### config.mk
export PLATFORM = sky130hd
export DESIGN_NAME = rx_64b66b_top
export DESIGN_NICKNAME = d
export VERILOG_FILES = /design/src/line_code_pkg.sv /design/src/block_sync_pkg.sv /design/src/rx_gearbox.sv /design/src/half_block_assembler.sv /design/src/block_sync.sv /design/src/descrambler.sv /design/src/rx_64b66b_top.sv
export SDC_FILE = /design/constraint.sdc
export NUM_CORES = 1
export LEC_CHECK = 0
export BUFFER_PORTS_ARGS = -buffer_cell sky130_fd_sc_hd__buf_2
export CAP_MARGIN = 40
export CORE_ASPECT_RATIO = 1.25
export CORE_UTILIZATION = 50
export CTS_BUF_LIST = sky130_fd_sc_hd__clkbuf_16
export DETAILED_ROUTE_END_ITERATION = 6
export GPL_TIMING_DRIVEN = 1
export PLACE_DENSITY_LB_ADDON = 0.05
export SETUP_SLACK_MARGIN = 0.15
export SLEW_MARGIN = 20
export SYNTH_ARGS = -nofsm -noshare
export SYNTH_HDL_FRONTEND = slang
export SYNTH_HIERARCHICAL = 1
export SYNTH_SLANG_ARGS = --single-unit
### constraint.sdc
create_clock -name lane0_rxclk -period 3.9 [get_ports lane0_rxclk]
set_input_delay 0.78 -clock lane0_rxclk [delete_from_list [all_inputs] [get_ports lane0_rxclk]]
set_output_delay 0.78 -clock lane0_rxclk [all_outputs]
set_load 0.01 [all_outputs]
### src/line_code_pkg.sv
package line_code_pkg;

	//////////////////////////////////////////////////////////////////////
	// Widths of the 64b/66b receive path

	// Parallel word from the transceiver
	localparam int RX_WORD_W = 32;

	// Half of a 66-bit block, as produced by the gearbox
	localparam int HALF_W = 33;

	// Sync header and block body
	localparam int SH_W      = 2;
	localparam int PAYLOAD_W = 64;
	localparam int BLOCK_W   = SH_W + PAYLOAD_W;

	typedef logic [RX_WORD_W-1:0] rx_word_t;
	typedef logic [HALF_W-1:0]    half_block_t;
	typedef logic [SH_W-1:0]      sync_header_t;
	typedef logic [PAYLOAD_W-1:0] payload_t;
	typedef logic [BLOCK_W-1:0]   line_block_t;

	//////////////////////////////////////////////////////////////////////
	// Sync header values

	// Data block
	localparam sync_header_t SH_DATA = 2'b01;
	// Control block
	localparam sync_header_t SH_CTRL = 2'b10;

	//////////////////////////////////////////////////////////////////////
	// Scrambler x^58 + x^39 + 1

	localparam int SCRAMBLER_LEN = 58;
	localparam int SCRAMBLER_TAP = 39;

	// Descrambled block with its strobe
	typedef struct packed {
		logic         valid;
		sync_header_t header;
		payload_t     payload;
	} rx_block_t;

endpackage

### src/block_sync_pkg.sv
package block_sync_pkg;

	//////////////////////////////////////////////////////////////////////
	// Block lock FSM

	typedef enum logic [1:0] {
		// Waiting for the first block out of the pipeline
		LOCK_INIT,
		// Counting good headers toward lock
		LOCK_HUNT,
		// Letting blocks from before a bitslip drain
		LOCK_SLIP_WAIT,
		// Aligned, watching the bad header rate
		LOCK_LOCKED
	} lock_state_t;

	//////////////////////////////////////////////////////////////////////
	// Default thresholds

	// Good headers in a row before lock
	localparam int DEFAULT_GOOD_FOR_LOCK = 64;
	// Bad headers per 64-block window that drop lock
	localparam int DEFAULT_BAD_LIMIT = 16;
	// Blocks ignored after each slip
	localparam int DEFAULT_SLIP_WAIT = 4;

endpackage

### src/rx_gearbox.sv
`timescale 1ns/10ps

module rx_gearbox (
	input  logic                       lane0_rxclk,
	input  logic                       arst_n,
	input  line_code_pkg::rx_word_t    rx_data,
	input  logic                       slip,
	output line_code_pkg::half_block_t half_data,
	output logic                       half_valid
);
	import line_code_pkg::*;

	//////////////////////////////////////////////////////////////////////
	// Sizes

	// Leftover bits plus one new word
	localparam int WORK_W = RX_WORD_W + RX_WORD_W;

	// Leftover never exceeds one word
	localparam int FILL_W = $clog2(RX_WORD_W + 1);

	// Holds the bit count of the whole work vector
	localparam int AVAIL_W = $clog2(WORK_W + 1);

	//////////////////////////////////////////////////////////////////////
	// Bit buffer
	//
	// Valid bits sit at the bottom of the buffer, oldest bit highest.
	// The stream is MSB first, so the oldest bit becomes the MSB of the
	// next half-block

	// Leftover bits, only the low fill_q bits mean anything
	rx_word_t           held_q;
	logic [FILL_W-1:0]  fill_q;

	// Leftover on top, new word below
	logic [WORK_W-1:0]  work;

	// Bits usable this cycle after an optional slip
	logic [AVAIL_W-1:0] avail;

	// Right shift that brings the oldest 33 bits to the bottom
	logic [AVAIL_W-1:0] shift_amt;
	logic [WORK_W-1:0]  shifted;

	// A full half-block is available
	logic               emit;

	always_comb begin
		work = {held_q, rx_data};

		// Slip forgets the oldest held bit by not counting it
		avail = AVAIL_W'(fill_q) + AVAIL_W'(RX_WORD_W) - AVAIL_W'(slip);

		emit = (avail >= AVAIL_W'(HALF_W));

		// Only meaningful when emit is set
		shift_amt = avail - AVAIL_W'(HALF_W);
		shifted   = work >> shift_amt;
	end

	//////////////////////////////////////////////////////////////////////
	// Fill count and output strobe

	// Low for one cycle out of 33, one more per slip
	always_ff @(posedge lane0_rxclk or negedge arst_n) begin
		if (!arst_n) begin
			fill_q     <= '0;
			half_valid <= 1'b0;
		end else begin
			half_valid <= emit;

			// What is left after taking 33 bits, or everything
			if (emit) begin
				fill_q <= FILL_W'(shift_amt);
			end else begin
				fill_q <= FILL_W'(avail);
			end
		end
	end

	//////////////////////////////////////////////////////////////////////
	// Data path

	always_ff @(posedge lane0_rxclk) begin
		// Newest word always kept, fill_q says how many bits count
		held_q <= rx_data;

		if (emit) begin
			half_data <= shifted[HALF_W-1:0];
		end
	end

endmodule

### src/half_block_assembler.sv
`timescale 1ns/10ps

module half_block_assembler (
	input  logic                       lane0_rxclk,
	input  logic                       arst_n,
	input  line_code_pkg::half_block_t half_data,
	input  logic                       half_valid,
	output line_code_pkg::line_block_t blk_raw,
	output logic                       blk_valid
);
	import line_code_pkg::*;

	//////////////////////////////////////////////////////////////////////
	// Pairing phase
	//
	// 0 means the next half is the first of a block.
	// Slip does not touch this; a wrong pairing just gives bad headers
	// and block sync keeps slipping until it lines up

	logic phase_q;

	always_ff @(posedge lane0_rxclk or negedge arst_n) begin
		if (!arst_n) begin
			phase_q   <= 1'b0;
			blk_valid <= 1'b0;
		end else begin
			// Strobe in the cycle after the second half lands
			blk_valid <= half_valid && phase_q;

			if (half_valid) begin
				phase_q <= !phase_q;
			end
		end
	end

	//////////////////////////////////////////////////////////////////////
	// Block register

	// First half carries the header, so it goes on top
	always_ff @(posedge lane0_rxclk) begin
		if (half_valid) begin
			if (phase_q) begin
				// Second half, completes the block
				blk_raw[HALF_W-1:0] <= half_data;
			end else begin
				// First half
				blk_raw[BLOCK_W-1:HALF_W] <= half_data;
			end
		end
	end

endmodule

### src/block_sync.sv
`timescale 1ns/10ps

module block_sync #(
	parameter int GOOD_FOR_LOCK = block_sync_pkg::DEFAULT_GOOD_FOR_LOCK,
	parameter int BAD_LIMIT     = block_sync_pkg::DEFAULT_BAD_LIMIT,
	parameter int SLIP_WAIT     = block_sync_pkg::DEFAULT_SLIP_WAIT
) (
	input  logic                       lane0_rxclk,
	input  logic                       arst_n,
	input  line_code_pkg::line_block_t blk_raw,
	input  logic                       blk_valid,
	output logic                       slip,
	output logic                       block_lock
);
	import line_code_pkg::*;
	import block_sync_pkg::*;

	//////////////////////////////////////////////////////////////////////
	// Counter sizes

	// Bad header window while locked
	localparam int WINDOW_LEN = 64;

	localparam int GOOD_W = $clog2(GOOD_FOR_LOCK + 1);
	localparam int BAD_W  = $clog2(BAD_LIMIT + 1);
	localparam int WAIT_W = $clog2(SLIP_WAIT + 1);
	localparam int WIN_W  = $clog2(WINDOW_LEN);

	lock_state_t       state_q;

	// Good headers in a row while hunting
	logic [GOOD_W-1:0] good_cnt_q;
	// Bad headers in the current window
	logic [BAD_W-1:0]  bad_cnt_q;
	// Blocks skipped since the last slip
	logic [WAIT_W-1:0] wait_cnt_q;
	// Position in the window, wraps by itself
	logic [WIN_W-1:0]  win_cnt_q;

	//////////////////////////////////////////////////////////////////////
	// Header check

	sync_header_t hdr;
	logic         hdr_ok;

	// Only 01 and 10 are legal, 00 and 11 mean misalignment or errors
	always_comb begin
		hdr    = blk_raw[BLOCK_W-1 -: SH_W];
		hdr_ok = (hdr == SH_DATA) || (hdr == SH_CTRL);
	end

	//////////////////////////////////////////////////////////////////////
	// Lock FSM

	always_ff @(posedge lane0_rxclk or negedge arst_n) begin
		if (!arst_n) begin
			state_q    <= LOCK_INIT;
			good_cnt_q <= '0;
			bad_cnt_q  <= '0;
			wait_cnt_q <= '0;
			win_cnt_q  <= '0;
			slip       <= 1'b0;
			block_lock <= 1'b0;
		end else begin
			// Single-cycle pulse
			slip <= 1'b0;

			case (state_q)
				// First block may hold bits from before the stream, skip it
				LOCK_INIT: begin
					good_cnt_q <= '0;
					if (blk_valid) begin
						state_q <= LOCK_HUNT;
					end
				end

				LOCK_HUNT: begin
					if (blk_valid) begin
						if (!hdr_ok) begin
							// Wrong alignment, move one bit and start over
							slip       <= 1'b1;
							good_cnt_q <= '0;
							wait_cnt_q <= '0;
							state_q    <= LOCK_SLIP_WAIT;
						end else if (good_cnt_q == GOOD_W'(GOOD_FOR_LOCK - 1)) begin
							block_lock <= 1'b1;
							bad_cnt_q  <= '0;
							win_cnt_q  <= '0;
							state_q    <= LOCK_LOCKED;
						end else begin
							good_cnt_q <= good_cnt_q + 1'b1;
						end
					end
				end

				// Blocks in flight still have the old alignment
				LOCK_SLIP_WAIT: begin
					if (blk_valid) begin
						if (wait_cnt_q == WAIT_W'(SLIP_WAIT - 1)) begin
							state_q <= LOCK_HUNT;
						end else begin
							wait_cnt_q <= wait_cnt_q + 1'b1;
						end
					end
				end

				LOCK_LOCKED: begin
					if (blk_valid) begin
						win_cnt_q <= win_cnt_q + 1'b1;

						if (!hdr_ok && (bad_cnt_q == BAD_W'(BAD_LIMIT - 1))) begin
							// Too many errors, lock lost
							block_lock <= 1'b0;
							slip       <= 1'b1;
							good_cnt_q <= '0;
							wait_cnt_q <= '0;
							state_q    <= LOCK_SLIP_WAIT;
						end else if (win_cnt_q == WIN_W'(WINDOW_LEN - 1)) begin
							// End of window, new count
							bad_cnt_q <= '0;
						end else if (!hdr_ok) begin
							bad_cnt_q <= bad_cnt_q + 1'b1;
						end
					end
				end

				default: begin
					state_q <= LOCK_INIT;
				end
			endcase
		end
	end

endmodule

### src/descrambler.sv
`timescale 1ns/10ps

module descrambler (
	input  logic                       lane0_rxclk,
	input  logic                       arst_n,
	input  line_code_pkg::line_block_t blk_raw,
	input  logic                       blk_valid,
	output line_code_pkg::rx_block_t   rx_block
);
	import line_code_pkg::*;

	//////////////////////////////////////////////////////////////////////
	// Self-synchronizing descrambler, x^58 + x^39 + 1
	//
	// History holds received scrambled bits, bit 0 the most recent.
	// out = in ^ in(t-39) ^ in(t-58)

	// History carried from block to block
	logic [SCRAMBLER_LEN-1:0] state_q;

	// Running history inside the block
	logic [SCRAMBLER_LEN-1:0] hist;

	payload_t                 scrambled;
	payload_t                 descr;

	always_comb begin
		scrambled = blk_raw[PAYLOAD_W-1:0];
		hist      = state_q;

		// LSB is the first payload bit in scrambler order
		for (int i = 0; i < PAYLOAD_W; i++) begin
			descr[i] = scrambled[i] ^ hist[SCRAMBLER_TAP-1] ^ hist[SCRAMBLER_LEN-1];

			// Feed back the received bit, not the output
			hist = {hist[SCRAMBLER_LEN-2:0], scrambled[i]};
		end
	end

	//////////////////////////////////////////////////////////////////////
	// Output register

	// One cycle after blk_valid, header untouched
	always_ff @(posedge lane0_rxclk or negedge arst_n) begin
		if (!arst_n) begin
			state_q  <= '0;
			rx_block <= '0;
		end else begin
			rx_block.valid <= blk_valid;

			if (blk_valid) begin
				state_q          <= hist;
				rx_block.header  <= blk_raw[BLOCK_W-1 -: SH_W];
				rx_block.payload <= descr;
			end
		end
	end

endmodule

### src/rx_64b66b_top.sv
`timescale 1ns/10ps

module rx_64b66b_top #(
	parameter int GOOD_FOR_LOCK = block_sync_pkg::DEFAULT_GOOD_FOR_LOCK,
	parameter int BAD_LIMIT     = block_sync_pkg::DEFAULT_BAD_LIMIT,
	parameter int SLIP_WAIT     = block_sync_pkg::DEFAULT_SLIP_WAIT
) (
	input  logic                     lane0_rxclk,
	input  logic                     arst_n,
	input  line_code_pkg::rx_word_t  rx_data,
	output logic                     block_lock,
	output line_code_pkg::rx_block_t rx_block
);
	import line_code_pkg::*;

	//////////////////////////////////////////////////////////////////////
	// 32 to 33 gearbox
	//
	// Two steps, 32:33 then 33:66, keep the mux tree small

	half_block_t half_data;
	logic        half_valid;
	logic        slip;

	rx_gearbox i_rx_gearbox (
		.lane0_rxclk (lane0_rxclk),
		.arst_n      (arst_n),
		.rx_data     (rx_data),
		.slip        (slip),
		.half_data   (half_data),
		.half_valid  (half_valid)
	);

	//////////////////////////////////////////////////////////////////////
	// 33 to 66 pairing

	line_block_t blk_raw;
	logic        blk_valid;

	half_block_assembler i_half_block_assembler (
		.lane0_rxclk (lane0_rxclk),
		.arst_n      (arst_n),
		.half_data   (half_data),
		.half_valid  (half_valid),
		.blk_raw     (blk_raw),
		.blk_valid   (blk_valid)
	);

	//////////////////////////////////////////////////////////////////////
	// Block lock and descrambling

	// Slip goes back to the gearbox
	block_sync #(
		.GOOD_FOR_LOCK (GOOD_FOR_LOCK),
		.BAD_LIMIT     (BAD_LIMIT),
		.SLIP_WAIT     (SLIP_WAIT)
	) i_block_sync (
		.lane0_rxclk (lane0_rxclk),
		.arst_n      (arst_n),
		.blk_raw     (blk_raw),
		.blk_valid   (blk_valid),
		.slip        (slip),
		.block_lock  (block_lock)
	);

	descrambler i_descrambler (
		.lane0_rxclk (lane0_rxclk),
		.arst_n      (arst_n),
		.blk_raw     (blk_raw),
		.blk_valid   (blk_valid),
		.rx_block    (rx_block)
	);

endmodule

Yosys cells after proc, flatten, opt, wreduce, memory -nomap -nowiden
Cells that the tools add are included.
{"block": "word_totals", "regBits": 290, "in_bits": 34, "output_inout_bits": 68, "wordCells": 244}
{"block": "op_classes", "n_addsub": 7, "magnitude_cmp": 1, "eq_ne": 23, "shifts": 1, "mux": 47, "bitwise": 129, "n_reduce_logical": 17}
{"op": "bitwise XOR 1 bit", "n": 128}
{"op": "right shift 64 x 7 -> 33 bit", "n": 1}
{"op": "2-to-1 mux 5 bit", "n": 7}
{"op": "2-to-1 mux 7 bit", "n": 5}
{"op": "2-to-1 mux 6 bit", "n": 5}
{"op": "one-hot mux 7 bit (3 select lines)", "n": 1}
{"op": "AND reduction 7 bit", "n": 3}
{"op": "2-to-1 mux 3 bit", "n": 6}
{"op": "2-to-1 mux 2 bit", "n": 8}
{"op": "!= test 2 bit (second input constant)", "n": 7}
{"op": "one-hot mux 6 bit (2 select lines)", "n": 1}
{"op": "one-hot mux 5 bit (2 select lines)", "n": 1}
{"op": "AND reduction 5 bit", "n": 2}
{"op": "2-to-1 mux 1 bit", "n": 9}
{"op": "!= test 3 bit (second input constant)", "n": 3}
{"op": "one-hot mux 3 bit (3 select lines)", "n": 1}
{"op": "!= test 2 x 1 -> 1 bit (second input constant)", "n": 4}
{"op": "one-hot mux 2 bit (4 select lines)", "n": 1}
{"op": "adder 6 x 6 -> 7 bit (second input constant)", "n": 1}
{"op": "adder 7 x 1 -> 7 bit (second input constant)", "n": 1}
{"op": "equality test 7 x 6 -> 1 bit (second input constant)", "n": 1}
{"op": "greater-or-equal comparator 7 x 6 -> 1 bit (second input constant)", "n": 1}
{"op": "subtractor 7 x 1 -> 7 bit", "n": 1}
{"op": "subtractor 7 x 6 -> 7 bit (second input constant)", "n": 1}
{"op": "18 further kinds", "n": 26}

Logic depth before layout (Yosys ltp)
Gate-level depths: netlist of the first run.
{"block": "depth", "ltp_word": 7, "ltp_mapped": 16, "mapped_depth_nobuf": 12}

Hierarchy
Netlist of the first run, hierarchy kept.
{"mod": "descrambler", "n_inst": 1, "cells_each": 327, "area_each_um2": 6391.1, "seq_area_each_um2": 3128.0}
{"mod": "rx_gearbox", "n_inst": 1, "cells_each": 614, "area_each_um2": 6367.4, "seq_area_each_um2": 1806.7}
{"mod": "half_block_assembler", "n_inst": 1, "cells_each": 71, "area_each_um2": 2057.0, "seq_area_each_um2": 2031.9}
{"mod": "block_sync", "n_inst": 1, "cells_each": 162, "area_each_um2": 1522.7, "seq_area_each_um2": 625.6}

Worst setup path after synthesis of the first run
OpenSTA, ideal clock, no wires.
{"block": "synth_timing", "path_kind": "reg2reg", "start": "reg i_block_sync.slip", "end": "reg i_rx_gearbox.half_data[13], data pin", "setup_time_ns": 0.271, "arrival_time_ns": 3.457, "t_required_ns": 3.629, "path_slack_ns": 0.172, "stages_incl_launch_ff": 15, "path_buffers": 5, "period_less_slack_ns": 3.728, "path_cell_list": "dfrtp_1 -> ha_1 -> buf_2 -> inv_2 -> buf_2 -> buf_2 -> ha_1 -> buf_2 -> buf_2 -> mux2_2 -> mux4_2 -> nor2_1 -> a221oi_2 -> a311oi_1 -> a311oi_1"}
{"block": "synth_via", "elab_chain_cells": 3}
{"element": "start: declaration", "line": "block_sync.sv:12", "rtl": "output logic slip,"}
{"element": "start signal: assignment", "line": "block_sync.sv:62", "rtl": "slip <= 1'b0;"}
{"element": "start signal: assignment", "line": "block_sync.sv:66", "rtl": "slip <= 1'b0;"}
{"element": "start signal: assignment", "line": "block_sync.sv:81", "rtl": "slip <= 1'b1;"}
{"element": "subtractor 7 x 1 -> 7 bit", "line": "rx_gearbox.sv:53", "rtl": "avail = AVAIL_W'(fill_q) + AVAIL_W'(RX_WORD_W) - AVAIL_W'(slip);"}
{"element": "subtractor 7 x 6 -> 7 bit", "line": "rx_gearbox.sv:58", "rtl": "shift_amt = avail - AVAIL_W'(HALF_W);"}
{"element": "right shift 64 x 7 -> 33 bit", "line": "rx_gearbox.sv:59", "rtl": "shifted = work >> shift_amt;"}
{"element": "end signal: assignment", "line": "rx_gearbox.sv:90", "rtl": "half_data <= shifted[HALF_W-1:0];"}
{"element": "end: declaration", "line": "rx_gearbox.sv:8", "rtl": "output line_code_pkg::half_block_t half_data,"}
No other way between the ends.
A chain may end at the register's enable or synchronous reset.

Final worst setup path of the first run
{"block": "layout_timing", "start": "reg i_rx_gearbox.fill_q[0]", "end": "reg i_rx_gearbox.half_data[31], data pin"}
{"block": "layout_via", "elab_chain_cells": 4}
{"element": "start: declaration", "line": "rx_gearbox.sv:34", "rtl": "logic [FILL_W-1:0] fill_q;"}
{"element": "start signal: assignment", "line": "rx_gearbox.sv:75", "rtl": "fill_q <= FILL_W'(shift_amt);"}
{"element": "start signal: assignment", "line": "rx_gearbox.sv:77", "rtl": "fill_q <= FILL_W'(avail);"}
{"element": "adder 6 x 6 -> 7 bit", "line": "rx_gearbox.sv:53"}
{"element": "subtractor 7 x 1 -> 7 bit", "line": "rx_gearbox.sv:53"}
{"element": "subtractor 7 x 6 -> 7 bit", "line": "rx_gearbox.sv:58"}
{"element": "right shift 64 x 7 -> 33 bit", "line": "rx_gearbox.sv:59"}
No other way between the ends.

==> flow_summary.yaml, run 1 <==
floorplan:
  num_io_pins: 102
  die_x_um: 164
  start_util: 0.511
  die_y_um: 204
  design.core.area_sq_mm: 0.0320
  die-area_sq_mm: 0.0334
  num_rows: 73
clocking:
  cts_tree: "yes"
  clock-sinks: 290
  hold_buffers: 0
  h-tree-depth: 1
  cts_buffers: 31
  ctsRootBufferMaster: "clkbuf_16"
  cts_resized: 0
  clock_latency_ps: 560
  postCtsSetupBuffers: 0
  clockBufferDepth: 3
  clkTransAtPathRegs_ps: 60
sta:
  setup_viol: 0
  period_needed_ps: 3640
  fin_skew_ps: 17.0
  worst_slew_pin_slew_ps: 882
  hold_viol: 0
  finalMaxSlewViolations: 0
  timing.fmax_mhz: 274
  fin_setup_tns_ps: 0
  fin_crit_sh: 0.934
  rsz0062_at_grt: "true"
  max_slew_margin: 0.412
global_routing:
  grt_pass1_wl_um: 59100
  grt_pass1_vias: 10100
  overflow: 0
  grt_start_max_net_pins: 129
  antenna_found_initial: 0
  grtUsageTotal: 0.233
detailed_routing:
  drc: 0
  dr_total_vias: 9887
  wirelength_um: 38200
  vias_per_cell: 5.78
  firstDrtPassIters: 5
  ant_nets: 0
  drt_iter0_drc: 583
  drt-wirelength-per-cell_um: 22.3
setup_path:
  r2r_slack_ps: 260
  end_kind: "flop"
  rr_startpoint: "i_rx_gearbox/fill_q[0]"
  cp_max_fo: 30
  cp-start-kind: "flop"
  cp-startpoint: "i_rx_gearbox/fill_q[0]"
  reg2reg_depth: 13
  critPathKind: "flop to flop"
  critPathArrivalTime_ps: 4040
  reg2reg_to: "i_rx_gearbox/half_data[31]"
  required_ps: 4300
yosys:
  synth_edf_count: 99
  synth_compound_area_frac: 0.0657
  syn_area_sq_mm: 0.0163
  yosys.area_share.simple: 0.0767
  synth_async_sr_flop_share: 0.548
  synth_ff_type: "dfrtp_1"
  synthXorXnorAreaFrac: 0.103
  yosysWarnings: 6
  synth_fa_ha_area_frac: 0.0158
  ys_ff_latch: 290
  synth_cells: 1174
  syn_nets: 1228
  synth_top_family_by_area: "multiplexers"
  synth_mux_area_frac: 0.243
  ys_types: 78
  synth-seq-area-share: 0.465
  syn_area_per_cell_sq_um: 13.9
worst_hold_path:
  hp-class: "input pin to asynchronous set/reset pin"
status:
  status: "finished clean"
placed_design:
  gp_routability_congestion: 0.961
  numPortBuffers: 101
  dp_hpwl_um: 28100
layout:
  area_delta_synth_final_pct: 13.2
  drive_above_1_share: 0.354
  n_antenna_cell: 0
  fin_util: 0.579
  multiInputGateArea_sq_mm: 0.00832
  fin_nets: 1328
  fillers: 2608
  regArea_sq_mm: 0.00760
job:
  drv_cap: 0
sequential cells by signal, summed over array words and instances (netlist names):
name                              flops
i_descrambler/rx_block               67
i_half_block_assembler/blk_raw       66
i_descrambler/state_q                58
i_rx_gearbox/half_data               33
i_rx_gearbox/held_q                  32
i_block_sync/good_cnt_q               7
i_block_sync/win_cnt_q                6
i_rx_gearbox/fill_q                   6
i_block_sync/bad_cnt_q                5
i_block_sync/wait_cnt_q               3
i_block_sync/state_q                  2
i_block_sync/block_lock               1
i_block_sync/slip                     1
i_half_block_assembler/blk_valid      1
i_half_block_assembler/phase_q        1
i_rx_gearbox/half_valid               1
cell usage after synthesis (5+ instances only):
master	n	area (sq um)
dfrtp_1	159	3980
mux2_2	133	1500
edfxtp_1	99	2970
nor2_1	68	255
nand2_1	65	244
xor3_1	64	1520
mux2_4	60	901
mux2i_1	42	420
mux4_2	41	923
nand3_1	35	175
buf_2	34	170
dfxtp_1	32	641
a21oi_1	30	150
o21ai_0	30	150
clkbuf_1	23	86.3
ha_1	19	238
inv_1	18	67.6
nor3_1	17	85.1
nand2b_1	14	87.6
a211oi_1	12	90.1
a31oi_1	11	68.8
buf_6	11	124
or3_1	11	68.8
o211ai_1	10	75.1
o2111ai_1	9	78.8
a311oi_1	8	70.1
mux4_1	8	210
nand4_1	8	50.1
and3_1	6	37.5
a22o_1	5	43.8
nor2b_1	5	31.3
o31ai_1	5	37.5
xnor2_1	5	43.8
routing by layer:
layer / share of wire / vias to the layer above / routed length [um] / GRT usage
li1: - / 4637 / - / -
met1: 0.41 / 4909 / 15800 / 0.300
met2: 0.50 / 257 / 18900 / 0.390
met3: 0.044 / 84 / 1660 / 0.0321
met4: 0.046 / 0 / 1770 / 0.108
met5: 0 / - / 0 / 0
worst max-delay path, stage by stage (launching register included):
cell      delay [ps]
dfrtp_1          360
inv_1             50
ha_1             140
inv_1             40
ha_1             220
fa_1             430
buf_4            210
nor4bb_1         320
nand4_1          200
a22o_1           310
and2_1           270
buf_12           200
or4_1            550
a31oi_1          150
how the worst max path moves through the flow:
stage               depth (start not counted)                          to  slack, ps
finish                                     13  i_rx_gearbox/half_data[31]        260
global route                               12  i_rx_gearbox/half_data[31]        130
CTS                                        12   i_rx_gearbox/half_data[0]        200
detailed placement                         12   i_rx_gearbox/half_data[0]        210
global placement                           13   i_rx_gearbox/half_data[9]        140
floorplan                                  14  i_rx_gearbox/half_data[13]        170
placed cells by master, fill, tap and decap left out, types with 5 or more instances in the layout:
master     netlist  layout
o31ai_1          5       5
a21oi_1         30      30
buf_12           0      10
clkbuf_16        0      32
xor3_1          64      64
dfrtp_1        159     158
edfxtp_1        99      99
a22o_1           5       5
o211ai_1        10      10
mux2i_1         42      40
o21ai_0         30      30
clkinv_1         0       9
a211oi_1        12      11
nor3_1          17      16
a31oi_1         11      11
o2111ai_1        9       9
mux2_2         133     133
clkinv_2         0       7
buf_4            4      27
mux4_2          41      41
mux4_1           8       8
mux2_4          60      60
nor2b_1          5       5
ha_1            19      17
inv_1           18      22
nand4_1          8       8
buf_2           34     100
dfxtp_1         32      32
nand3_1         35      35
or3_1           11      11
nand2b_1        14      14
a311oi_1         8       6
and3_1           6       6
nor2_1          68      68
nand2_1         65      64
area by class of cell:
| type | instances | area share |
|---|---|---|
| well taps | 412 | 0.0279 |
| clock buffers | 31 | 0.0419 |
| inverters | 19 | 0.00386 |
| clock inverters | 26 | 0.0109 |
| flip-flops and latches | 290 | 0.411 |
| repair buffers | 143 | 0.0552 |
| multi-input cells | 789 | 0.450 |
kinds of logic (layout without fill, tap and decap cells):
| kind of cell | Yosys count | after routing |
|---|---|---|
| compound gates | 154 | 154 |
| xor+xnor | 76 | 76 |
| fa+ha+maj | 20 | 20 |
| buf+inv | 95 | 219 |
| flops | 290 | 290 |
| mux | 285 | 285 |
| simple gates | 254 | 254 |
per-stage QoR:
stage	std cells	setup WS (ps)	instance area (sq um)	hold slack, ps
2_1_floorplan	1174	172	16300	393
3_3_place_gp	1648	144	17300	426
3_5_place_dp	1652	211	17400	433
4_1_cts	1709	197	18400	111
5_1_grt	1710	130	18500	125
6_report	1710	256	18500	108
Power of run 1 is left out: the tool's default activity adds up to more than one toggle a clock period on the data nets, which glitch-free logic cannot reach.
==> run 2, diff against run 1 <==
Settings changed: CORE_UTILIZATION 50 to 55, SYNTH_HIERARCHICAL 1 to default.
==> run 2 against run 1 <==
  * Worst hold slack better by 150 ps
  * Via count is essentially flat
  * Critical path depth up 2
  * Die area is 15% lower
  * Synthesized area shrank 7.1%
  * Utilization grew 5.7 points
  * Register-to-register slack better by 130 ps
  * Synthesized cell count is 7.4% higher
  * Worst setup slack improved by 130 ps
  * Final cell count rose by 1.5%
==> flow_summary.yaml, run 2 <==
layout:
  top_register: "i_descrambler.rx_block"
  multiInputGateArea_sq_mm: 0.00715
  fillers: 2144
  n_antenna_cell: 0
  largest_reg_flops: 67
  reg.largest.list: "i_descrambler.rx_block x67, i_half_block_assembler.blk_raw x66, i_descrambler.state_q x58"
  drive_above_1_share: 0.305
  layout_commonest_cell: "mux2_2"
  regArea_sq_mm: 0.00760
  area_delta_synth_final_pct: 13.0
  fin_nets: 1418
  final_cell_mix: "mux2_2, dfrtp_1, xnor2_1, nor2_1, buf_2"
clocking:
  clock-sinks: 290
  cts_buffers: 28
  h-tree-depth: 1
  clock_latency_ps: 540
  ctsRootBufferMaster: "clkbuf_16"
  clkTransAtPathRegs_ps: 60
  clockBufferDepth: 3
  cts_tree: "yes"
yosys:
  yosys-top-cells-count: "mux2_2, dfrtp_1, xnor2_1, nor2_1, edfxtp_1"
  ys_ff_latch: 290
  synth_edf_count: 99
  synth_cells: 1261
  syn_area_per_cell_sq_um: 12.0
  synth_top_area_share: 0.262
  synth-seq-area-share: 0.500
  synth_async_sr_flop_share: 0.548
  yosys.area.top_type: "dfrtp_1"
  synth.most_common_cell: "mux2_2"
  syn_nets: 1310
  synth_ff_type: "dfrtp_1"
  ys_types: 61
  yosysWarnings: 0
  syn_area_sq_mm: 0.0152
  synth.area.top_cells: "dfrtp_1, edfxtp_1, mux2_2, xnor2_1, mux2i_1"
setup_path:
  required_ps: 4180
  rr_startpoint: "i_rx_gearbox.fill_q[0]"
  cp-startpoint: "i_rx_gearbox.fill_q[0]"
  cp-start-kind: "flop"
  end_kind: "flop"
  critPathArrivalTime_ps: 3790
  critPathKind: "flop to flop"
  cp_max_fo: 13
sta:
  finalMaxSlewViolations: 0
  fin_skew_ps: 20.6
  hold_viol: 0
  setup_viol: 0
  rsz0062_at_grt: "false"
  fin_crit_sh: 0.901
  period_needed_ps: 3510
  timing.fmax_mhz: 285
  worst_slew_pin_slew_ps: 814
  fin_setup_tns_ps: 0
  max_slew_margin: 0.454
placed_design:
  dp_hpwl_um: 27200
  gp_routability_congestion: 0.932
  numPortBuffers: 101
detailed_routing:
  wirelength_um: 36100
  ant_nets: 0
  firstDrtPassIters: 5
  drc: 0
  vias_per_cell: 5.69
  drt_iter0_drc: 440
  dr_total_vias: 9884
  drt-wirelength-per-cell_um: 20.8
global_routing:
  grtUsageTotal: 0.262
  grt_pass1_wl_um: 56900
  overflow: 0
  antenna_found_initial: 0
  grt_pass1_vias: 10100
  grt_start_max_net_pins: 81
job:
  drv_cap: 0
floorplan:
  die_y_um: 188
  start_util: 0.562
  num_io_pins: 102
  num_rows: 67
  die-area_sq_mm: 0.0283
  die_x_um: 151
  design.core.area_sq_mm: 0.0270
worst_hold_path:
  hp-class: "input pin to asynchronous set/reset pin"
status:
  status: "finished clean"
run 2: worst paths after layout:
check	endpoint	slack, ps	cells after the start
worst max-delay path	i_rx_gearbox.half_data[4]	390	15
worst min-delay path	i_descrambler.rx_block[42]	260	1
worst max register to register	i_rx_gearbox.half_data[4]	390	15
worst min register to register	i_half_block_assembler.blk_raw[57]	460	0
max in group asynchronous	i_descrambler.state_q[33]	2810	2
min in group lane0_rxclk	i_rx_gearbox.held_q[22]	360	1
run 2: repair_timing:
| action | in CTS | in global routing |
|---|---|---|
| setup buffers | 0 | 1 |
| setup endpoints to repair | 0 | 2 |
| resized for setup | 0 | 1 |
| endpoints found under the hold margin | 0 | 0 |
| hold buffers | 0 | 0 |
run 2: area by class of cell:
class,instances,share of cell area
Tap cell,345,0.0252
Inverter,18,0.00394
Clock buffer,29,0.0423
Sequential cell,290,0.443
Clock inverter,23,0.0135
Multi-Input combinational cell,880,0.417
Timing Repair Buffer,151,0.0551
run 2: kinds of logic (layout without fill, tap and decap cells):
group,after synthesis,in the layout,synth area share
multiplexers,293,293,0.220
flip-flops,290,290,0.500
AND/OR/NAND/NOR,263,263,0.0765
AO/OA/AOI/OAI,158,158,0.0656
XOR/XNOR,151,151,0.0916
buffers and inverters,91,221,0.0334
adder cells (fa/ha/maj),15,15,0.0129
run 2: layer usage:
| metal | part of all wire | track usage | wire length [um] |
|---|---|---|---|
| met5 | 0 | 0 | 0 |
| met4 | 0.038 | 0.0977 | 1360 |
| met3 | 0.030 | 0.0251 | 1090 |
| met2 | 0.52 | 0.464 | 18600 |
| met1 | 0.42 | 0.329 | 15000 |
run 2: worst max-delay path: stages, from the launching register on:
cell and delay [ps]:
dfrtp_1 360, inv_1 50, ha_1 130, inv_1 40
ha_1 270, inv_1 100, ha_4 420, buf_4 230
mux2_2 360, mux2i_1 300, nor2_1 130, nor3_1 370
a211oi_1 120, buf_4 150, a21oi_1 130, o22ai_1 90
run 2: stage by stage:
stage                     std cells  hold WS [ps]  utilization  cell area [sq um]  setup WS, ps
after CTS                      1734           290        0.635              17100           276
after floorplan                1261           421            -              15200           361
after global routing           1736           323        0.635              17200           193
after global placement         1682           433        0.599              16200           315
after detailed placement       1682           440        0.599              16200           287
final                          1736           259        0.635              17200           387
Power of run 2 is left out for the same reason.
